`src/dcache_pkg.sv`:
```
package dcache_pkg;

    localparam int addr_w = 32;
    localparam int word_w = 32;
    localparam int sel_w = 4;

    // line geometry, word index sits in addr[4:2]
    localparam int words_per_line = 8;
    localparam int offset_w = 5;
    localparam int word_lsb = 2;
    localparam int bank_w = 3;

    localparam int num_sets = 128;
    localparam int index_w = 7;
    localparam int tag_w = 20;
    localparam int num_ways = 2;

    typedef logic [addr_w-1:0] addr_t;
    typedef logic [word_w-1:0] word_t;
    typedef logic [sel_w-1:0] sel_t;
    typedef logic [index_w-1:0] index_t;
    typedef logic [tag_w-1:0] tag_t;
    typedef logic [bank_w-1:0] bank_t;

    // bank 0 in the lowest word
    typedef word_t [words_per_line-1:0] line_t;

    typedef struct packed {
        logic wr;
        sel_t sel;
        addr_t addr;
        word_t wdata;
    } cpu_req_t;

    typedef struct packed {
        logic valid;
        addr_t addr;
        line_t line;
    } mem_wb_t;

    typedef struct packed {
        bank_t bank;
        sel_t byte_en;
        word_t word;
    } data_write_t;

    typedef enum logic [2:0] {
        s_idle,
        s_lookup,
        s_writeback,
        s_fetch_req,
        s_fetch_wait,
        s_update,
        s_done
    } cache_state_e;

endpackage

```
`src/dcache_replace.sv`:
```
`timescale 1ns/1ps

module dcache_replace (
    input  logic               clk,
    input  logic               rst,
    input  dcache_pkg::index_t index,
    input  logic               hit_strobe,
    input  logic               hit_way,
    input  logic               fill_strobe,
    input  logic               is_write,
    output logic               victim_way,
    output logic               victim_dirty
);
    import dcache_pkg::*;

    logic [num_sets-1:0] lru;
    logic [num_ways-1:0][num_sets-1:0] dirty;
    index_t index_q;

    // last cycle's index is the held request's set
    always_ff @(posedge clk) begin
        index_q <= index;
    end

    assign victim_way = lru[index_q];
    assign victim_dirty = dirty[victim_way][index_q];

    always_ff @(posedge clk) begin
        if (rst) begin
            lru <= '0;
            dirty <= '0;
        end else if (hit_strobe) begin
            lru[index_q] <= ~hit_way;
            if (is_write) begin
                dirty[hit_way][index_q] <= 1'b1;
            end
        end else if (fill_strobe) begin
            // the filled way becomes most recent
            lru[index_q] <= ~lru[index_q];
            dirty[victim_way][index_q] <= is_write;
        end
    end

endmodule

```
`config.mk`:
```
export PLATFORM = sky130hd
export DESIGN_NAME = dcache_replace
export DESIGN_NICKNAME = d
export VERILOG_FILES = /design/src/dcache_pkg.sv /design/src/dcache_replace.sv
export SDC_FILE = /design/constraint.sdc
export NUM_CORES = 2
export LEC_CHECK = 0
export BUFFER_PORTS_ARGS = -buffer_cell sky130_fd_sc_hd__buf_2
export CAP_MARGIN = 20
export CORE_MARGIN = 4
export CORE_UTILIZATION = 42
export DETAILED_ROUTE_END_ITERATION = 8
export PLACE_DENSITY = 0.58
export SETUP_SLACK_MARGIN = 0.3
export SLEW_MARGIN = 5
export SYNTH_ARGS = -nofsm -noshare
export SYNTH_HDL_FRONTEND = slang
export SYNTH_SLANG_ARGS = --single-unit
```
`constraint.sdc`:
```
create_clock -name clk -period 4.6 [get_ports clk]
set_input_delay 0.46 -clock clk [delete_from_list [all_inputs] [get_ports clk]]
set_output_delay 0.46 -clock clk [all_outputs]
set_load 0.02 [all_outputs]
```
==> reports/results.ini <==
[sta]
max_slew.worst_pin.slew_ps = 1110
finalClockSkew_ps = 21.1
fmaxAchievable_mhz = 202
fin_crit_ps = 4940
drv_slew = 0
setup_ws_ps = -341
finalHoldViolCount = 0
relSlewSlack = 0.263
finalSetupViolations = 1
fin_crit_sh = 1.07
rsz0062_at_grt = true

[clock_network]
clkSlewWorstSetupHoldPaths_ps = 60
clk_latency_ps = 590
cts_tree = yes
cts-root-buf = clkbuf_16
htree_levels = 2
cts.sinks = 391
cts_buffer_depth = 3
cts_buffers = 46

[route]
drc = 0
vias = 22100
ant_nets = 0
viasPerCell = 6.32
first_pass_iters = 7
wl_mm = 81.0
drtIter0Drc = 2562
wl_per_cell_um = 23.1

[grt]
grt_usage = 0.293
grt-ovfl-total = 0
grt_pass1_wl_mm = 125
grt_max_degree = 148
grt_pass1_vias = 20900
antenna_found_initial = 0

[job]
drv_cap = 0

[setup_path]
critical_path.cell_chain = buf_6, buf_6, and2_4, a221oi_4, nor2_2, o311a_1, o311ai_2, and2_4, buf_12, buf_12, mux4_2, a22o_1, a221oi_2, o22ai_2, nor3_2, a221oi_4, buf_6
crit_path_max_fanout = 7
critPathLaunchType = flop
cp_slowest_stage_delay_ps = 380
cp_common_cell = buf_6
r2r_end = dirty[46]
critical_path_class = reg -> out
arrival_ps = 4480
endpoint_kind = primary output
reg2reg_slack_ps = 680
cp_slowest_cell = dfxtp_4
reg2reg_from = index_q[0]
cp.required_ps = 4140
r2r_cells = 18

[logic_synthesis]
synth_area_mm2 = 0.0208
ys_ff_latch = 391
postSynthCellCount = 2819
ys_seq_area_frac = 0.376
synthXorXnorAreaFrac = 0
synth_most_common_cell = nor2_1
synthArstFlopShare = 0
synthMuxAreaShare = 0.0783
yosys_warnings = 0
synth_area_per_cell_um2 = 7.38
synth_compound_area_frac = 0.240
synth_edf_count = 0
synth_top_family_by_area = simple AND/OR/NAND/NOR gates
yosysTopAreaCell = dfxtp_1
synthFlopType = dfxtp_1
yosysUniqueCellTypes = 61
synth_simple_gate_area_frac = 0.244
synthTopCellsByArea = dfxtp_1 (38%), a21oi_1 (12%), nor2_1 (11%)
synthTopCellsByCount = nor2_1 (623), a21oi_1 (482), dfxtp_1 (391), nor3_1 (282), nand2_1 (212)
yosys.area.top_type_share = 0.376
synthAdderAreaFrac = 0
syn-num-nets = 2832

[power]
p_per_area_mw_per_mm2 = 361
peakVddDrop_mv = 0.244
leakagePower_nw = 8.44
p_total_mw = 8.69

[finish]
antennaDiodeCount = 0
synthToLayoutAreaGrowth_pct = 15.6
fin_util = 0.491
fin_nets = 2811
drive_gt1_frac = 0.133
layout.area.seq_mm2 = 0.00784
multi_input_comb_area_mm2 = 0.0119
fillerInstances = 4754

[placed_design]
place_hpwl_mm = 50.2
dp_slack_ps = -166
routabilityCongestion = 0.958
port_buffers = 14

[floorplan]
num_rows = 81
die_x_um = 231
die_area_mm2 = 0.0531
die_height_um = 231
ios = 15
core_area_mm2 = 0.0490
start_util = 0.425

[worst_hold_path]
whs_path_depth = 2
hold_end = lru[118]
hold_class = in -> reg
min-delay-start = rst

[status]
status = complete, but fails checks
violations = setup timing

==> cells by family after synthesis <==
kind of cell | after synthesis
muxes | 99
DFF | 391
buffers and inverters | 265
AOI/OAI and AO/OA | 859
and+or+nand+nor | 1205
==> through the flow <==
stage / hold WS (ps) / cells / TNS [ps] / instance area [µm²]
2_1_floorplan: 441 / 2819 / 0 / 20800
3_3_place_gp: 453 / 3385 / -95.3 / 21800
3_5_place_dp: 461 / 3385 / -166 / 21800
4_1_cts: 456 / 3496 / -229 / 23900
5_1_grt: 491 / 3500 / -429 / 24000
6_report: 424 / 3500 / -341 / 24000
==> worst max-delay path, delay by kind of cell, from the launching register on <==
| family | cells | cell delay, ps |
|---|---|---|
| flops | 1 | 380 |
| compound gates | 7 | 1730 |
| simple gates | 4 | 730 |
| buf+inv | 5 | 690 |
| mux | 1 | 340 |
==> worst max path at each step <==
stage / startpoint / endpoint / cells after the start
CTS: index_q[0] / victim_dirty / 16
finish: index_q[0] / victim_dirty / 17
global route: index_q[0] / victim_dirty / 17
floorplan: index_q[1] / victim_dirty / 18
global placement: index_q[2] / victim_dirty / 16
detailed placement: index_q[2] / victim_dirty / 16
==> report_power, final <==
group          leakage (nW)  switching [mW]  internal [mW]
registers              3.15          0.0127           3.40
logic                  4.49           0.927          0.438
clock network         0.801            1.55           2.37
total                  8.44            2.49           6.20
==> cell usage in the layout (no fill, tap or decap), types with 10 or more instances in the layout <==
cell type  synthesis  routed
a21oi_1          482     479
a221oi_1          20      13
a22oi_1           46      43
a31oi_1          128     128
buf_12             0      18
buf_2             56      11
buf_4             14     136
clkbuf_1         146      10
clkbuf_16          0      50
clkbuf_8           0      17
dfxtp_1          391     388
mux2i_1           40      39
mux4_2            49      49
nand2_1          212     212
nand3_1           46      45
nor2_1           623     614
nor2_2             3      10
nor3_1           282     282
o21ai_0           95      94
o32a_1            19      19
==> sequential cells by signal (all words and copies together) (netlist names) <==
| name | cells |
|---|---|
| index_q | 7 |
| lru | 128 |
| dirty | 256 |
==> per-layer routing <==
metal | GRT usage | up-vias | share of wire
met4 | 0.126 | 0 | 0.044
met1 | 0.392 | 10800 | 0.41
met2 | 0.466 | 1123 | 0.46
met3 | 0.0519 | 210 | 0.088
li1 | - | 10000 | -
met5 | 0 | - | 0
==> what timing repair did <==
item	in CTS	in global routing
setup endpoints to repair	1	1
hold endpoints to repair	7	0
buffers inserted	15	3
hold buffers	7	0
cloned	3	1
pin swaps	17	8
resized for setup	42	11
==> cell type report <==
| type | instances | area share |
|---|---|---|
| clock buffer | 75 | 0.0617 |
| timing repair buffer | 189 | 0.0758 |
| tap | 664 | 0.0346 |
| inverter | 7 | 0.00151 |
| clock inverter | 11 | 0.00552 |
| sequential | 391 | 0.326 |
| multi-input combinational | 2163 | 0.495 |
Power figures use the tool's default switching activity.
