==> config.mk <==
export PLATFORM = sky130hd
export DESIGN_NAME = dcache_refill_counter
export DESIGN_NICKNAME = d
export VERILOG_FILES = /design/src/dcache_pkg.sv /design/src/dcache_refill_counter.sv
export SDC_FILE = /design/constraint.sdc
export NUM_CORES = 1
export LEC_CHECK = 0
export BUFFER_PORTS_ARGS = -buffer_cell sky130_fd_sc_hd__buf_2
export CORE_AREA = 8 8 45 47
export DETAILED_ROUTE_END_ITERATION = 7
export DIE_AREA = 0 0 53 55
export GPL_TIMING_DRIVEN = 0
export PLACE_DENSITY = 0.3
export SYNTH_ARGS = -nofsm -noshare
export SYNTH_HDL_FRONTEND = slang
export SYNTH_SLANG_ARGS = --single-unit
==> constraint.sdc <==
create_clock -name clk -period 1.35 [get_ports clk]
set_input_delay 0.2025 -clock clk [delete_from_list [all_inputs] [get_ports clk]]
set_output_delay 0.2025 -clock clk [all_outputs]
set_load 0.02 [all_outputs]
==> src/dcache_pkg.sv <==
package dcache_pkg;

    localparam int addr_w = 32;
    localparam int word_w = 32;
    localparam int sel_w = 4;

    // line geometry, word index sits in addr[4:2]
    localparam int words_per_line = 8;
    localparam int offset_w = 5;
    localparam int word_lsb = 2;
    localparam int bank_w = 3;

    localparam int num_sets = 128;
    localparam int index_w = 7;
    localparam int tag_w = 20;
    localparam int num_ways = 2;

    typedef logic [addr_w-1:0] addr_t;
    typedef logic [word_w-1:0] word_t;
    typedef logic [sel_w-1:0] sel_t;
    typedef logic [index_w-1:0] index_t;
    typedef logic [tag_w-1:0] tag_t;
    typedef logic [bank_w-1:0] bank_t;

    // bank 0 in the lowest word
    typedef word_t [words_per_line-1:0] line_t;

    typedef struct packed {
        logic wr;
        sel_t sel;
        addr_t addr;
        word_t wdata;
    } cpu_req_t;

    typedef struct packed {
        logic valid;
        addr_t addr;
        line_t line;
    } mem_wb_t;

    typedef struct packed {
        bank_t bank;
        sel_t byte_en;
        word_t word;
    } data_write_t;

    typedef enum logic [2:0] {
        s_idle,
        s_lookup,
        s_writeback,
        s_fetch_req,
        s_fetch_wait,
        s_update,
        s_done
    } cache_state_e;

endpackage

==> src/dcache_refill_counter.sv <==
`timescale 1ns/1ps

module dcache_refill_counter (
    input  logic              clk,
    input  logic              rst,
    input  logic              start,
    input  logic              beat,
    output dcache_pkg::bank_t bank,
    output logic              last
);
    import dcache_pkg::*;

    bank_t count;

    always_ff @(posedge clk) begin
        if (rst || start) begin
            count <= '0;
        end else if (beat) begin
            count <= count + 1'b1;
        end
    end

    assign bank = count;
    // eighth beat of the line
    assign last = beat && (count == bank_t'(words_per_line - 1));

endmodule

==> results of run 1 <==
-- cells by family (layout without fill, tap and decap cells) --
logic type                 after synthesis  count (layout)  share of synthesized area
xor gates and xnor gates                 1               1                     0.0620
adders and majority gates                2               2                      0.177
buffers and inverters                    0              11                          0
DFF                                      3               3                      0.425
muxes                                    2               2                      0.142
and+or+nand+nor                          4               4                      0.195
-- layout by cell type, fill, tap and decap left out --
cell type  n
clkbuf_1   1
mux2i_1    2
buf_2      6
buf_6      1
ha_4       2
dfxtp_1    1
nor3_2     1
xnor2_1    1
dfxtp_2    2
nor3_1     2
clkbuf_4   3
and2_4     1
-- how the worst max path moves through the flow --
stage            to  slack (ns)  cells after the start
2_1_floorplan  last        0.17                      3
3_3_place_gp   last        0.15                      4
3_5_place_dp   last        0.13                      4
4_1_cts        last     -0.0009                      4
5_1_grt        last       -0.02                      4
6_report       last       0.009                      4
-- metrics by stage --
| step | util | setup TNS [ns] | instance area (um^2) |
|---|---|---|---|
| after detailed placement | 0.142 | 0 | 196 |
| after global routing | 0.186 | -0.0217 | 258 |
| after global placement | 0.142 | 0 | 196 |
| final | 0.186 | 0 | 258 |
| after CTS | 0.186 | -0.000914 | 258 |
| after floorplan | - | 0 | 141 |
-- where the power goes --
| part | internal (mW) | switching, mW | total [mW] |
|---|---|---|---|
| clock | 0.111 | 0.0461 | 0.157 |
| combinational | 0.0103 | 0.0116 | 0.0218 |
| sequential | 0.0918 | 0.00294 | 0.0947 |
| total | 0.213 | 0.0606 | 0.273 |
-- timing repair --
item                       in CTS  in global routing
setup endpoints to repair       1                  1
resized for setup               9                  0
hold endpoints to repair        0                  0
-- area by class of cell --
type / count / share of cell area
Clock buffer: 4 / 0.102
Multi-Input combinational cell: 9 / 0.417
Tap cell: 16 / 0.0777
Timing Repair Buffer: 7 / 0.160
Sequential cell: 3 / 0.243
-- per-layer routing --
layer  global-route usage  part of all wire
met2               0.0313              0.30
met3               0.0241              0.18
met1               0.0243              0.47
met5                    0                 0
met4               0.0647             0.043
-- worst max-delay path: cells and delay by family, from the launching register on --
kind	cells	cell delay [ns]
flip-flops	1	0.34
adder cells (fa/ha/maj)	2	0.30
AND/OR/NAND/NOR	1	0.14
buffers and inverters	1	0.12
-- cells in the mapped netlist, drive strengths merged --
master | number | area (um^2)
ha | 2 | 25.0
nor3 | 3 | 20.0
xnor2 | 1 | 8.76
mux2i | 2 | 20.0
dfxtp | 3 | 60.1
and2 | 1 | 7.51
==> run summary, run 1 <==
status: complete, no violations
DR DRC count: 0
peak supply drop: 0.233 mV
clock buffer count from CTS: 3
clock tree buffer depth: 2
Max-slew headroom: 0.883
hold path depth: 2
Critical Path Max Stage Delay: 0.34 ns
CP Capture Type: output pin
Critical Path Fanout Max: 3
Placed Instances: 35
Max Cap Violations: 0
Initial DRC Count: 1
worst flop-to-flop path endpoint: bank[2]
Top cell by count, worst path: ha_4
Row Count: 14
Boundary Pins: 8
register area: 62.6 um^2
Routability Congestion: 0.611
final hold slack: 0.161 ns
WL/cell: 9.56 um
sequential-to-total area share from yosys stat: 0.425
number of flip-flops in the largest register: 3
GRT overflow: 0
crit path DAT: 1.14 ns
Sink Count: 3
initial antenna violation count: 0
Placeable Area: 1380 um^2
CP Launch Type: flip-flop
Worst-Skew Late Latency: 0.23 ns
min-delay src: start
Total GRT Usage: 0.0306
Mapped Avg Cell Area: 11.8 um^2
Die ar.: 2920 um^2
Worst Max-Slew Pin Slew: 0.174 ns
share of cells above drive strength 1: 0.696
Worst setup startpoint: bank[0]
Critical-path top delay cell: dfxtp_2
Final min period: 1.34 ns
setup violators final: 0
Pwr Density: 1060 nW/um^2
non-filler instance count after layout: 39
r2r setup slk: 0.34 ns
DRT Pass-1 Iters: 2
fin nets: 30
Synth Instances: 12
die width: 53 um
hold_buf cts: 0
# H-tree levels: 1
first-pass GRT wire length: 531 um
largest net degree at the start of global routing: 5
Synth warnings: 0
clock tree from TritonCTS: done
die height: 55 um
CP cell instances: ha_4, ha_4, and2_4, buf_6
vias: 136
fillers: 154
max-slew violations: 0
Reg clk slew, reported paths: 0.04 ns
vias in the first global route: 145
Max Clock Skew: 0.000637 ns
Tot Pwr: 0.273 mW
worst flop-to-flop path startpoint: bank[0]
fmax: 0.746 GHz
synthesized area: 141 um^2
crit path kind: flip-flop to output pin
Initial Utilization: 0.102
Req. time, crit path: 1.15 ns
routed wire length: 373 um
unrepaired setup endpoints after global routing: true
Setup Buffers After CTS: 0
hold worst-path end: bank[0]
Net Count, Synth: 18
dpl ws: 0.135 ns
routed vias/inst: 3.49
Synth cell types: 7
number of routed nets with antenna violations: 0
FF-to-FF path depth: 4
cell leakage power: 0.111 nW
PortBufs: 7
final hold vios: 0
Clock Root Buffer: clkbuf_4
Diodes inserted: 0
fin crit share: 0.993
Tightest Hold Check Type: input pin to flip-flop
flop and latch count out of synthesis: 3
P&R area growth vs syn: 82.3%
final worst slack: 0.00935 ns
multi-input logic area: 108 um^2
Power figures use the tool's default switching activity.
==> run 2, diff against run 1 <==
--- a/config.mk
+++ b/config.mk
@@ -5,11 +5,11 @@
 export SDC_FILE = /design/constraint.sdc
 export NUM_CORES = 1
 export LEC_CHECK = 0
+export ABC_AREA = 1
 export BUFFER_PORTS_ARGS = -buffer_cell sky130_fd_sc_hd__buf_2
 export CORE_AREA = 8 8 45 47
 export DETAILED_ROUTE_END_ITERATION = 7
 export DIE_AREA = 0 0 53 55
-export GPL_TIMING_DRIVEN = 0
 export PLACE_DENSITY = 0.3
 export SYNTH_ARGS = -nofsm -noshare
 export SYNTH_HDL_FRONTEND = slang
==> run summary, run 2 <==
Max-slew headroom: 0.848
Routability Congestion: 0.648
WL/cell: 8.88 um
final instance area: 264 um^2
most common cell after layout, fill and taps aside: nor2_1
worst path bufs/invs: 2
Row Count: 14
Placed Instances: 45
GRT overflow: 0
Max Cap Violations: 0
dpl ws: 0.194 ns
crit path kind: flip-flop to output pin
DR DRC count: 0
P&R area growth vs syn: 77.3%
most frequent cells in the layout: 7 x nor2_1, 6 x nand2_1, 6 x buf_2
top post-synthesis cells by count: 7 x nand2_1, 7 x nor2_1, 3 x dfxtp_1, 3 x inv_1, 2 x ha_1
synth top area cells: dfxtp_1 40%, nand2_1 18%, nor2_1 18%, ha_1 17%, inv_1 7.6%
Synth warnings: 0
CP cell instances: ha_4, ha_2, nand2_2, inv_2, buf_6
Critical-path top delay cell: dfxtp_2
fin crit share: 0.960
fillers: 158
number of routed nets with antenna violations: 0
synthesized area: 149 um^2
Tightest Hold Check Type: input pin to flip-flop
cell leakage power: 0.135 nW
Clock Root Buffer: clkbuf_4
PortBufs: 7
flop and latch count out of synthesis: 3
largest net degree at the start of global routing: 8
initial antenna violation count: 0
DRT Pass-1 Iters: 1
setup violators final: 0
share of cells above drive strength 1: 0.500
Total GRT Usage: 0.0377
final hold slack: 0.234 ns
Synth top area share: 0.403
Diodes inserted: 0
Worst-Skew Late Latency: 0.23 ns
peak supply drop: 0.337 mV
crit path DAT: 1.09 ns
first-pass GRT wire length: 703 um
# H-tree levels: 1
clock buffer count from CTS: 3
status: complete, no violations
Die ar.: 2920 um^2
vias in the first global route: 175
Boundary Pins: 8
CP Capture Type: output pin
Critical Path Fanout Max: 3
Req. time, crit path: 1.15 ns
number of flip-flops in the largest register: 3
Max Clock Skew: 0.00241 ns
Post-DP Area: 204 um^2
Sink Count: 3
Synth Flop Type: dfxtp_1
Initial DRC Count: 0
routed wire length: 444 um
clock tree buffer depth: 2
final worst slack: 0.0536 ns
final hold vios: 0
final setup TNS: 0 ns
largest area contributor in the netlist: dfxtp_1
non-filler instance count after layout: 50
Initial Utilization: 0.108
Async SR Flop Fraction: 0
fin nets: 41
unrepaired setup endpoints after global routing: false
Reg clk slew, reported paths: 0.04 ns
Worst Max-Slew Pin Slew: 0.227 ns
hold_buf cts: 0
Synth Instances: 22
Pwr Density: 1100 nW/um^2
die width: 53 um
Placeable Area: 1380 um^2
CP Launch Type: flip-flop
routed vias/inst: 3.44
Net Count, Synth: 28
max-slew violations: 0
clock tree from TritonCTS: done
fmax: 0.771 GHz
Final min period: 1.30 ns
Synth cell types: 5
detailed placement HPWL: 349 um
die height: 55 um
r2r setup slk: 0.32 ns
Mapped Avg Cell Area: 6.77 um^2
vias: 172
EDFF count, synth: 0
sequential-to-total area share from yosys stat: 0.403
Critical Path Max Stage Delay: 0.33 ns
crit-path leading delay family: flip-flops
run 2: worst min-delay path: cells and delay by family:
kind	cells	cell delay, ns
buffers and inverters	1	0.08
and+or+nand+nor	3	0.15
run 2: report_power, final:
part	internal (mW)	switching, mW
clock network	0.111	0.0478
logic	0.0142	0.0191
registers	0.0935	0.00367
run 2: kinds of logic after synthesis:
kind of cell | after synthesis | synth area share
AND/OR/NAND/NOR | 14 | 0.353
adder cells (fa/ha/maj) | 2 | 0.168
buffers and inverters | 3 | 0.0756
flip-flops | 3 | 0.403
run 2: metrics by stage:
stage,utilization,power [mW]
2_1_floorplan,-,0.113
3_3_place_gp,0.147,0.125
3_5_place_dp,0.147,0.126
4_1_cts,0.180,0.295
5_1_grt,0.191,0.315
6_report,0.191,0.289
run 2: area by class of cell:
| class | count | area, um^2 | share of cell area |
|---|---|---|---|
| clock buffers | 4 | 26.3 | 0.0995 |
| inverters | 3 | 11.3 | 0.0427 |
| multi-input cells | 16 | 95.1 | 0.360 |
| flip-flops and latches | 3 | 62.6 | 0.237 |
| well taps | 16 | 20.0 | 0.0758 |
| repair buffers | 8 | 48.8 | 0.185 |
run 2: final timing paths:
path | from | end | depth (start not counted)
max | bank[1] | last | 5
min | rst | bank[0] | 4
min reg2reg | bank[1] | bank[1] | 2
max reg2reg | bank[1] | bank[2] | 6
run 2: routing by layer:
layer / part of all wire / vias up / global-route usage / routed length (um)
met5: 0 / - / 0 / 0
met4: 0.047 / 0 / 0.0517 / 21
met3: 0.20 / 3 / 0.0348 / 90
met2: 0.31 / 11 / 0.0410 / 139
met1: 0.43 / 70 / 0.0349 / 193
li1: - / 88 / - / -
run 2: timing repair:
| action | 4_1_cts | 5_1_grt |
|---|---|---|
| setup endpoints to repair | 1 | 1 |
| gates resized for setup | 5 | 4 |
| buffers inserted | 1 | 0 |
==> run 3, diff against run 2 <==
--- a/config.mk
+++ b/config.mk
@@ -5,11 +5,10 @@
 export SDC_FILE = /design/constraint.sdc
 export NUM_CORES = 1
 export LEC_CHECK = 0
-export ABC_AREA = 1
 export BUFFER_PORTS_ARGS = -buffer_cell sky130_fd_sc_hd__buf_2
-export CORE_AREA = 8 8 45 47
+export CORE_AREA = 5 5 42 44
 export DETAILED_ROUTE_END_ITERATION = 7
-export DIE_AREA = 0 0 53 55
+export DIE_AREA = 0 0 47 49
 export PLACE_DENSITY = 0.3
 export SYNTH_ARGS = -nofsm -noshare
 export SYNTH_HDL_FRONTEND = slang
==> run summary, run 3 (synthesis results as in run 1) <==
Routability Congestion: 0.608
crit path DAT: 1.12 ns
final hold vios: 0
CP Launch Type: flip-flop
Post-DP Area: 196 um^2
final hold slack: 0.155 ns
fin nets: 32
Worst-Skew Late Latency: 0.23 ns
number of routed nets with antenna violations: 0
# H-tree levels: 1
largest net degree at the start of global routing: 5
max-slew violations: 0
first-pass GRT wire length: 593 um
Placeable Area: 1400 um^2
routed vias/inst: 3.32
cell leakage power: 0.122 nW
most common cell after layout, fill and taps aside: buf_2
status: complete, no violations
Final min period: 1.32 ns
fin crit share: 0.979
most frequent cells in the layout: 6 x buf_2, 3 x clkbuf_4
Tightest Hold Check Type: input pin to flip-flop
DR DRC count: 0
GRT overflow: 0
fillers: 165
FF-to-FF path depth: 4
vias in the first global route: 138
DRT Pass-1 Iters: 2
Boundary Pins: 8
end-of-flow core utilization: 0.195
Worst Max-Slew Pin Slew: 0.205 ns
Sink Count: 3
Max-slew headroom: 0.862
Max Clock Skew: 0.00518 ns
hold path depth: 2
Initial Utilization: 0.101
peak supply drop: 0.423 mV
clock buffer count from CTS: 3
unrepaired setup endpoints after global routing: true
CP cell instances: ha_4, ha_4, and2_4, buf_6
Pwr Density: 1010 nW/um^2
Total GRT Usage: 0.0423
Clock Root Buffer: clkbuf_4
CP Capture Type: output pin
Top cell by count, worst path: ha_4
vias: 136
Initial DRC Count: 3
PortBufs: 7
Max Cap Violations: 0
Critical Path Max Stage Delay: 0.32 ns
Die ar.: 2300 um^2
Row Count: 14
crit path kind: flip-flop to output pin
Reg clk slew, reported paths: 0.04 ns
die height: 49 um
routed wire length: 341 um
die width: 47 um
WL/cell: 8.32 um
Req. time, crit path: 1.15 ns
clock tree buffer depth: 2
Critical Path Fanout Max: 2
final instance area: 273 um^2
fmax: 0.757 GHz
initial antenna violation count: 0
P&R area growth vs syn: 92.9%
number of flip-flops in the largest register: 3
setup violators final: 0
clock tree from TritonCTS: done
Critical-path top delay cell: dfxtp_2
share of cells above drive strength 1: 0.720
Diodes inserted: 0
==> run 3: cell types whose count changed in the layout (fill, tap and decap cells not counted) <==
cell / delta
nand2_1: -6
mux2i_1: +2
nor2_1: -7
nand2_2: -1
xnor2_1: +1
inv_2: -1
ha_4: +1
buf_4: +1
inv_1: -2
and2_4: +1
nor3_1: +2
nor3_2: +1
ha_2: -1
==> run 3: routing by layer <==
metal  part of all wire  track usage
met5                  0            0
met4              0.018       0.0415
met3               0.16       0.0443
met2               0.28       0.0339
met1               0.55       0.0527
==> run 3: stage by stage <==
| stage | power [mW] | setup TNS (ns) | setup slack [ns] | std cells |
|---|---|---|---|---|
| after CTS | 0.286 | 0 | 0.0140 | 41 |
| final | 0.276 | 0 | 0.0286 | 41 |
| after floorplan | 0.104 | 0 | 0.169 | 12 |
| after global placement | 0.116 | 0 | 0.149 | 35 |
| after global routing | 0.296 | -0.00997 | -0.00997 | 41 |
| after detailed placement | 0.116 | 0 | 0.138 | 35 |
==> run 3: report_power, final <==
| part | switching (mW) | internal [mW] | leakage, nW |
|---|---|---|---|
| registers | 0.00204 | 0.0917 | 0.0252 |
| logic | 0.0131 | 0.0127 | 0.0815 |
| clock network | 0.0459 | 0.111 | 0.0150 |
==> run 3: path summary, 6_finish.rpt <==
kind	slack, ns	start	end
max	0.03	bank[0]	last
min	0.15	start	bank[0]
max reg2reg	0.36	bank[0]	bank[2]
min reg2reg	0.59	bank[2]	bank[2]
==> run 3: worst max-delay path: cells and delay by family, from the launching register on <==
family,cells,cell delay [ns]
flip-flops,1,0.32
buffers and inverters,1,0.12
adder cells (fa/ha/maj),2,0.30
AND/OR/NAND/NOR,1,0.14
==> run 3: area by class of cell <==
type                       instances  area (um^2)  share of cell area
tap                               16         20.0              0.0734
multi-input combinational          9          108               0.394
sequential                         3         62.6               0.229
timing repair buffer               9         56.3               0.206
clock buffer                       4         26.3              0.0963
==> run 3: timing repair <==
item,in CTS,in global routing
pin swaps,1,0
gates resized for setup,9,0
cloned,0,0
setup endpoints to repair,1,1
hold buffers,0,0
buffers inserted,2,0
