`src/dcache_pkg.sv`:
```
package dcache_pkg;

    localparam int addr_w = 32;
    localparam int word_w = 32;
    localparam int sel_w = 4;

    // line geometry, word index sits in addr[4:2]
    localparam int words_per_line = 8;
    localparam int offset_w = 5;
    localparam int word_lsb = 2;
    localparam int bank_w = 3;

    localparam int num_sets = 128;
    localparam int index_w = 7;
    localparam int tag_w = 20;
    localparam int num_ways = 2;

    typedef logic [addr_w-1:0] addr_t;
    typedef logic [word_w-1:0] word_t;
    typedef logic [sel_w-1:0] sel_t;
    typedef logic [index_w-1:0] index_t;
    typedef logic [tag_w-1:0] tag_t;
    typedef logic [bank_w-1:0] bank_t;

    // bank 0 in the lowest word
    typedef word_t [words_per_line-1:0] line_t;

    typedef struct packed {
        logic wr;
        sel_t sel;
        addr_t addr;
        word_t wdata;
    } cpu_req_t;

    typedef struct packed {
        logic valid;
        addr_t addr;
        line_t line;
    } mem_wb_t;

    typedef struct packed {
        bank_t bank;
        sel_t byte_en;
        word_t word;
    } data_write_t;

    typedef enum logic [2:0] {
        s_idle,
        s_lookup,
        s_writeback,
        s_fetch_req,
        s_fetch_wait,
        s_update,
        s_done
    } cache_state_e;

endpackage

```
`src/dcache_ctrl.sv`:
```
`timescale 1ns/1ps

module dcache_ctrl (
    input  logic                                       clk,
    input  logic                                       rst,
    input  logic                                       req,
    input  dcache_pkg::cpu_req_t                       cpu_req,
    input  logic [dcache_pkg::num_ways-1:0]            way_hit,
    input  dcache_pkg::tag_t [dcache_pkg::num_ways-1:0]  way_tag,
    input  dcache_pkg::line_t [dcache_pkg::num_ways-1:0] way_line,
    input  logic                                       victim_way,
    input  logic                                       victim_dirty,
    input  logic                                       fill_last,
    input  dcache_pkg::bank_t                          fill_bank,
    input  logic                                       mem_rvalid,
    input  dcache_pkg::word_t                          mem_rdata,
    output logic                                       addr_ok,
    output logic                                       data_ok,
    output dcache_pkg::word_t                          rdata,
    output dcache_pkg::index_t                         index,
    output dcache_pkg::tag_t                           tag,
    output logic [dcache_pkg::num_ways-1:0]            tag_we,
    output logic [dcache_pkg::num_ways-1:0]            data_we,
    output dcache_pkg::data_write_t                    data_write,
    output logic                                       hit_strobe,
    output logic                                       hit_way,
    output logic                                       fill_strobe,
    output logic                                       is_write,
    output logic                                       start,
    output logic                                       fetch_req,
    output dcache_pkg::addr_t                          fetch_addr,
    output dcache_pkg::mem_wb_t                        mem_wb
);
    import dcache_pkg::*;

    cache_state_e state;
    cache_state_e state_next;
    cpu_req_t req_q;
    logic miss_way;
    logic hit;
    logic rd_way;
    bank_t req_bank;
    logic [num_ways-1:0] miss_way_oh;

    assign hit = |way_hit;
    assign hit_way = way_hit[1];
    assign req_bank = req_q.addr[word_lsb +: bank_w];

    assign addr_ok = req && (state == s_idle || state == s_done || (state == s_lookup && hit));
    assign data_ok = (state == s_lookup && hit) || state == s_done;

    always_ff @(posedge clk) begin
        if (rst) begin
            state <= s_idle;
            miss_way <= 1'b0;
        end else begin
            state <= state_next;
            if (state == s_lookup && !hit) begin
                miss_way <= victim_way;
            end
        end
    end

    always_ff @(posedge clk) begin
        if (addr_ok) begin
            req_q <= cpu_req;
        end
    end

    always_comb begin
        state_next = state;
        case (state)
            s_idle, s_done: state_next = addr_ok ? s_lookup : s_idle;
            s_lookup: begin
                if (hit) begin
                    state_next = addr_ok ? s_lookup : s_idle;
                end else begin
                    state_next = victim_dirty ? s_writeback : s_fetch_req;
                end
            end
            s_writeback: state_next = s_fetch_req;
            s_fetch_req: state_next = s_fetch_wait;
            s_fetch_wait: state_next = fill_last ? s_update : s_fetch_wait;
            s_update: state_next = s_done;
            default: state_next = s_idle;
        endcase
    end

    // arrays look up the new request while the held one finishes
    assign index = addr_ok ? cpu_req.addr[offset_w +: index_w] : req_q.addr[offset_w +: index_w];
    assign tag = req_q.addr[addr_w-1 -: tag_w];

    always_comb begin
        miss_way_oh = '0;
        miss_way_oh[miss_way] = 1'b1;
    end

    // tag write clears the hit in s_done, so the refilled way is named directly
    assign rd_way = (state == s_done) ? miss_way : hit_way;
    assign rdata = (data_ok && !req_q.wr) ? way_line[rd_way][req_bank] : '0;

    always_comb begin
        data_we = '0;
        data_write.bank = req_bank;
        data_write.byte_en = req_q.sel;
        data_write.word = req_q.wdata;
        if (state == s_fetch_wait && mem_rvalid) begin
            data_we = miss_way_oh;
            data_write.bank = fill_bank;
            data_write.byte_en = '1;
            data_write.word = mem_rdata;
        end else if (state == s_lookup && hit && req_q.wr) begin
            data_we = way_hit;
        end else if (state == s_update && req_q.wr) begin
            // write-allocate merge after the refill
            data_we = miss_way_oh;
        end
    end

    assign tag_we = (state == s_update) ? miss_way_oh : '0;
    assign hit_strobe = state == s_lookup && hit;
    assign fill_strobe = state == s_update;
    assign is_write = req_q.wr;
    assign start = state == s_fetch_req;
    assign fetch_req = state == s_fetch_req;
    assign fetch_addr = {req_q.addr[addr_w-1:offset_w], {offset_w{1'b0}}};

    assign mem_wb.valid = state == s_writeback;
    assign mem_wb.addr = {way_tag[miss_way], req_q.addr[offset_w +: index_w], {offset_w{1'b0}}};
    assign mem_wb.line = way_line[miss_way];

endmodule

```
`config.mk`:
```
export PLATFORM = sky130hd
export DESIGN_NAME = dcache_ctrl
export DESIGN_NICKNAME = d
export VERILOG_FILES = /design/src/dcache_pkg.sv /design/src/dcache_ctrl.sv
export SDC_FILE = /design/constraint.sdc
export NUM_CORES = 1
export LEC_CHECK = 0
export ABC_AREA = 1
export BUFFER_PORTS_ARGS = -buffer_cell sky130_fd_sc_hd__buf_2
export CORE_AREA = 2 2 430 432
export CTS_BUF_LIST = sky130_fd_sc_hd__clkbuf_8 sky130_fd_sc_hd__clkbuf_16
export DETAILED_ROUTE_END_ITERATION = 6
export DIE_AREA = 0 0 432 434
export PLACE_DENSITY = 0.3
export SLEW_MARGIN = 20
export SYNTH_ARGS = -nofsm -noshare
export SYNTH_HDL_FRONTEND = slang
export SYNTH_SLANG_ARGS = --single-unit
```
`constraint.sdc`:
```
create_clock -name clk -period 4.42 [get_ports clk]
set_input_delay 1.105 -clock clk [delete_from_list [all_inputs] [get_ports clk]]
set_output_delay 1.105 -clock clk [all_outputs]
set_load 0.005 [all_outputs]
```
==> results of run 1 <==
[timing repair]
action	4_1_cts	5_1_grt
gates resized for setup	18	5
cloned	0	1
pin swaps	0	1
endpoints found under the setup margin	9	5
setup buffers	2	1
[final timing paths]
| path | endpoint | slack, ns | cells after the start |
|---|---|---|---|
| max | rdata[0] | 0.12 | 13 |
| min reg2reg | state[2] | 0.63 | 2 |
| max reg2reg | req_bank[0] | 1.69 | 5 |
| min | state[2] | 0.63 | 2 |
[sequential cells by signal (all words and copies together) (netlist names)]
| signal | count |
|---|---|
| fetch_addr | 27 |
| req_q | 36 |
| miss_way | 1 |
| req_bank | 3 |
| is_write | 1 |
| state | 3 |
[placed cells by master (no fill, tap or decap), drive strengths merged]
cell type,instances
diode,15
nor4,1
nor2,108
inv,99
nand3,331
clkinv,1
conb,10
dfxtp,4
nor3,2
edfxtp,67
and3,1
buf,1226
a211oi,1
mux2,39
nand4,2
o211ai,9
clkinvlp,2
clkbuf,10
a21oi,60
bufinv,2
nand2,1190
o21ai,128
[per-layer routing]
metal  track usage, %  vias up  share of wire [%]
met3             3.55      213                7.4
met1             16.0     9096                 37
met4             3.17       92                2.2
met5                0        -               0.41
li1                 -     9217                  -
met2             26.7      867                 53
[through the flow]
stage                     instance area (um2)  setup TNS [ns]  hold WS (ns)  util, %
after floorplan                         11900               0         0.589        -
after global placement                  20400           -1.17         0.606     11.2
after detailed placement                20400           -1.02         0.614     11.2
after CTS                               20800               0         0.620     11.4
after global routing                    20800               0         0.673     11.4
final                                   20900               0         0.631     11.4
[worst max-delay path, stage by stage]
cell and delay [ns]:
buf_2 0.17, nand2_2 0.12, nand2_8 0.18, buf_16 0.19, buf_4 0.23, nand2_1 0.07
nand3_1 0.27, nand3_1 0.11, nand3_1 0.12, nand2_1 0.10, buf_12 0.15, nor2_1 0.19
buf_2 0.16
[power groups by stage]
| stage | Clock, uW | Sequential, uW | Combinational [uW] |
|---|---|---|---|
| 2_1_floorplan | 0 | 857 | 992 |
| 3_3_place_gp | 0 | 887 | 2560 |
| 3_5_place_dp | 0 | 881 | 2550 |
| 4_1_cts | 894 | 867 | 2570 |
| 5_1_grt | 898 | 874 | 2710 |
| 6_report | 838 | 864 | 2490 |
[cells by family (layout without fill, tap and decap cells)]
logic type / Yosys count / count (layout) / share of synthesized area (%)
muxes: 39 / 39 / 3.70
and+or+nand+nor: 1635 / 1635 / 55.3
AOI/OAI and AO/OA: 198 / 198 / 8.58
buffers and inverters: 337 / 1340 / 14.8
other: 1 / 25 / 0.0316
DFF: 71 / 71 / 17.6
[area by class of cell]
| type | instances | area share, % |
|---|---|---|
| clock inverter | 7 | 0.462 |
| timing repair buffer | 1227 | 33.0 |
| tap | 2385 | 14.3 |
| antenna | 15 | 0.180 |
| clock buffer | 9 | 1.08 |
| multi-input combinational | 1882 | 39.1 |
| sequential | 71 | 10.0 |
| inverter | 97 | 1.81 |
==> results.md, run 1 <==
- Storage cell area: 2100 um2
- Multi-input logic area: 8160 um2
- Yosys warns: 0
- Rows: roughly 160
- DR vias/cell: 3.42
- Main flop type after synthesis: edfxtp_1
- Hold Crit Class: flop to flop
- Cts bufs inserted: 9
- WL final: 143000 um
- Net Sw Frac: 46.7%
- Boundary pin count: 1096
- Drt drc: 0
- First-pass GRT wire length: 176000 um
- Worst path required time: 3.31 ns
- Final period utilization: just under 100%
- Kind of end point of the critical path: output pin
- Total power: roughly 4200 uW
- Element type at the critical path start: input port
- Synth area leaders: nand2_1, edfxtp_1, nand3_1
- Clock power frac: 20.0%
- Worst-path clk slew: 0.06 ns
- Sw Pwr: around 2000 uW
- Area leader, netlist: nand2_1
- Starting density of the core: 6.51%
- Beginning of the worst register-to-register path: state[2]
- Die W: about 430 um
- LEAKAGE: 0.0108 uW
- CTS Sinks: 71
- Power Internal: 2230 uW
- CP Launch Point: way_hit[1]
- Largest net degree at the start of global routing: 118
- Die area: 187000 um2
- Mapped Area: 11900 um2
- EDFF count, synth: 67
- Routability Congestion: approximately 0.9
- Clk Latency, worst-skew pair: 0.38 ns
- Top-area cell type share of the netlist area: 37.5%
- Placed Instances: 5658
- Synth cell types: 26
- Core area: approximately 180000 um2
- CTS Buffer Depth: 2
- Register area share after synthesis: 17.6%
- Post-route worst setup slack: ~0.12 ns
- Async S/R FF share, synth: 0%
- Status: finished clean
- Seq pwr share: 20.6%
- Worst hold start: state[2]
- CTS tree: built
- Final Critical Period: 4.30 ns
- CTS Root Buffer Type: clkbuf_16
- Initial antenna violation count: 115
- Clock Skew: 0.00830 ns
- Cts hold-fix bufs: 0
- Synth Register Bits: 71
- Grt ovf: 0
- Worst rel slew slack: 32.9%
- Arr. time, crit path: 3.20 ns
- Die H: approximately 430 um
- Critical path class: input port to output pin
- Most common library cells after synthesis: nand2_1, nand3_1, o21ai_0
- Hold Vio Cnt, Final: 0
- ANT nets after route: 0
- PortBufs: roughly 1100
- Comb power frac: 59.4%
- Via count: ~20000
- Wirelength per Cell: 25.0 um
- Iteration-0 DRC Markers: between 1500 and 2000
- Syn_area_per_cell: 5.21 um2
- Post-DP HPWL: 125000 um
- Pre-Repair DR Iteration Count: 5
- Fill cells: 21800
- Power per cell area: 201 nW/um2
- Highest Clock Rate: 232 MHz
- Proportion of layout cells with a drive suffix above 1: 39.6%
- Cells after synthesis: 2281
- Max Cap Viol: 0
- H-tree levels: 3
- Unrepaired setup endpoints after global routing: false
- Crit-path max FO: 13
- Maximum VDD drop: 0.000242 V
- Number of global-route vias before repair: 18100
- Pins Over Slew Limit: 0
- Global Route Usage Sum: 14.2%
- Place WS: -0.363 ns
- Synth-to-Final Area Change: 75.6%
- Post-Layout Cell Count: 5693
- Final setup viols: 0
- Nets@finish: 3953
- Most numerous cell in the Yosys netlist: nand2_1
- Slew @ Worst Pin: 1.01 ns
(Power assumes the default switching activity.)
==> inputs of run 2 (changes only) <==
--- a/config.mk
+++ b/config.mk
@@ -9,8 +9,10 @@
 export BUFFER_PORTS_ARGS = -buffer_cell sky130_fd_sc_hd__buf_2
 export CORE_AREA = 2 2 430 432
 export CTS_BUF_LIST = sky130_fd_sc_hd__clkbuf_8 sky130_fd_sc_hd__clkbuf_16
+export CTS_CLUSTER_DIAMETER = 30
 export DETAILED_ROUTE_END_ITERATION = 6
 export DIE_AREA = 0 0 432 434
+export GPL_TIMING_DRIVEN = 0
 export PLACE_DENSITY = 0.3
 export SLEW_MARGIN = 20
 export SYNTH_ARGS = -nofsm -noshare
==> run 2 against run 1 <==
  * Global-route usage is 3.4 points higher
  * Via count is 6.6% higher
  * Clock-buffer cell count stayed put
  * Die area stayed put
  * Hold slack better by 0.013 ns
  * Maximum frequency is 2.3% lower
  * Register-to-register slack better by 0.69 ns
  * Highest routed layer unchanged
==> results.md, run 2 (synthesized netlist as in run 1, its figures left out) <==
- Status: finished clean (unchanged)
- Hold Vio Cnt, Final: 0 (unchanged)
- Slew @ Worst Pin: 1.01 ns (about the same)
- Number of global-route vias before repair: 19700 (was 18100)
- Element type at the critical path start: input port (unchanged)
- Iteration-0 DRC Markers: 1697 (was 1534)
- Unrepaired setup endpoints after global routing: false (unchanged)
- Final period utilization: 99.7% (was 97.3%)
- Core area: 182000 um2 (unchanged)
- CP Launch Point: way_hit[1] (unchanged)
- Proportion of layout cells with a drive suffix above 1: 40.7% (was 39.6%)
- Wirelength per Cell: 30.0 um (was 25.0 um)
- WL final: 174000 um (was 143000 um)
- WP buf/inv: 4 (was 5)
- Arr. time, crit path: 3.30 ns (was 3.20 ns)
- Final setup viols: 0 (unchanged)
- Worst path required time: 3.31 ns (about the same)
- Final Critical Period: 4.40 ns (was 4.30 ns)
- Most flops, register: req_q (unchanged)
- Largest net degree at the start of global routing: 24 (was 118)
- Worst path slowest cell: nor2_1 (was nand3_1)
- CTS Sinks: 71 (unchanged)
- CTS Buffer Depth: 2 (unchanged)
- Clock Skew: 0.0127 ns (was 0.00830 ns)
- Die H: 434 um (unchanged)
- Via count: 20800 (was 19500)
- Max reg flops: 36 (unchanged)
- Worst-path clk slew: 0.07 ns (was 0.06 ns)
- CTS Root Buffer Type: clkbuf_16 (unchanged)
- Crit-path max cell delay: 0.38 ns (was 0.27 ns)
- Critical path's top delay family: simple AND/OR/NAND/NOR gates (unchanged)
- Global Route Usage Sum: 17.6% (was 14.2%)
- Worst rel slew slack: 32.5% (was 32.9%)
- Post-DP HPWL: 157000 um (was 125000 um)
- Clk Latency, worst-skew pair: 0.38 ns (about the same)
- Synth-to-Final Area Change: 79.7% (was 75.6%)
- H-tree levels: 3 (unchanged)
- Grt ovf: 0 (unchanged)
- Routability Congestion: 0.906 (was 0.881)
- Starting density of the core: 6.51% (unchanged)
- Pins Over Slew Limit: 0 (unchanged)
- PortBufs: 1083 (unchanged)
- Initial antenna violation count: 113 (was 115)
- Most frequent cells in the layout: nand2_1, buf_2, nand3_1 (unchanged)
- Worst hold start: state[2] (unchanged)
- Maximum VDD drop: 0.000243 V (was 0.000242 V)
- WHS: 0.644 ns (was 0.631 ns)
- Power per cell area: 209 nW/um2 (was 201 nW/um2)
- DR vias/cell: 3.58 (was 3.42)
- Highest Clock Rate: 227 MHz (was 232 MHz)
- First-pass GRT wire length: 212000 um (was 176000 um)
- ANT nets after route: 0 (unchanged)
- Die area: 187000 um2 (unchanged)
- Die W: 432 um (unchanged)
- Boundary pin count: 1096 (unchanged)
- Max Cap Viol: 0 (unchanged)
- Beginning of the worst register-to-register path: state[2] (unchanged)
- Commonest non-fill, non-tap cell in the layout: nand2_1 (unchanged)
- Most Frequent Cell on Critical Path: nor2_1 (was nand3_1)
- Rows: 157 (unchanged)
- Crit-path max FO: 10 (was 13)
- Nets@finish: 4059 (was 3953)
- Placed Instances: 5766 (was 5658)
- Critical path class: input port to output pin (unchanged)
- Cts hold-fix bufs: 0 (unchanged)
- Post-Layout Cell Count: 5804 (was 5693)
- Pre-Repair DR Iteration Count: 6 (was 5)
- Hold Crit Class: flop to flop (unchanged)
- Drt drc: 0 (unchanged)
- CTS tree: built (unchanged)
- Cts bufs inserted: 9 (unchanged)
- Worst path cell trace: buf_4, nand2_2, nand2_4, buf_8, clkbuf_2, o21ai_2, nand2_1, nor2_1, nor2_1, nor2_1, buf_2 (was buf_2, nand2_2, nand2_8, buf_16, buf_4, nand2_1, nand3_1, nand3_1, nand3_1, nand2_1, buf_12, nor2_1, buf_2)
- LEAKAGE: 0.0111 uW (was 0.0108 uW)
- Kind of end point of the critical path: output pin (unchanged)
[run 2: cell types whose count changed in the layout (fill, tap and decap cells not counted), sizes merged]
cell	before	now
diode	15	20
clkinv	1	2
clkdlybuf4s15	0	3
buf	1226	1233
clkinvlp	2	1
clkbuf	10	106
[run 2: worst paths after layout]
path                                  end  cells after the start  slack (ns)
worst min register to register   state[2]                      3        0.64
worst max register to register  req_q[66]                      8        2.38
worst min-delay path             state[2]                      3        0.64
worst max-delay path            rdata[13]                     11        0.02
[run 2: worst reg2reg max path, stage by stage (launching register included)]
cell,delay [ns]
dfxtp_1,0.31
buf_4,0.15
nand2_1,0.06
nor2_1,0.25
a21oi_1,0.14
o21ai_4,0.24
buf_16,0.21
buf_16,0.19
buf_16,0.18
[run 2: final cells by class]
| class | instances | area (um2) |
|---|---|---|
| Sequential cell | 71 | 2090 |
| Clock inverter | 7 | 97.6 |
| Tap cell | 2385 | 2980 |
| Clock buffer | 9 | 225 |
| Antenna cell | 20 | 50.0 |
| Buffer | 240 | 1530 |
| Fill cell | 21800 | 161000 |
| Inverter | 97 | 364 |
| Multi-Input combinational cell | 1882 | 8370 |
| Timing Repair Buffer | 1093 | 5640 |
[run 2: repair_timing]
action,4_1_cts,5_1_grt
gates resized for setup,115,15
pin swaps,4,0
setup endpoints to repair,252,14
buffers inserted,2,0
[run 2: power by group]
group	leakage [uW]	internal [uW]	switching [uW]	total, uW
sequential	0.000679	822	37.0	859
combinational	0.0102	936	1830	2760
clock	0.000158	496	349	845
[run 2: metrics by stage]
stage	setup WS, ns	power (uW)	util [%]	instance area, um2	TNS, ns
after floorplan	0.436	1850	-	11900	0
after global placement	-1.60	3610	11.1	20300	-177.88
after detailed placement	-0.900	3640	11.3	20600	-18.60
after CTS	-0.00186	4590	11.6	21300	-0.00186
after global routing	0.00824	4730	11.7	21300	0
final	0.0151	4470	11.7	21400	0
[run 2: per-layer routing]
| layer | track usage, % | vias to the layer above | wire [um] |
|---|---|---|---|
| li1 | - | 9444 | - |
| met1 | 19.8 | 9996 | 65500 |
| met2 | 33.1 | 1017 | 91900 |
| met3 | 4.19 | 220 | 12200 |
| met4 | 4.20 | 86 | 4140 |
| met5 | 0 | - | 565 |
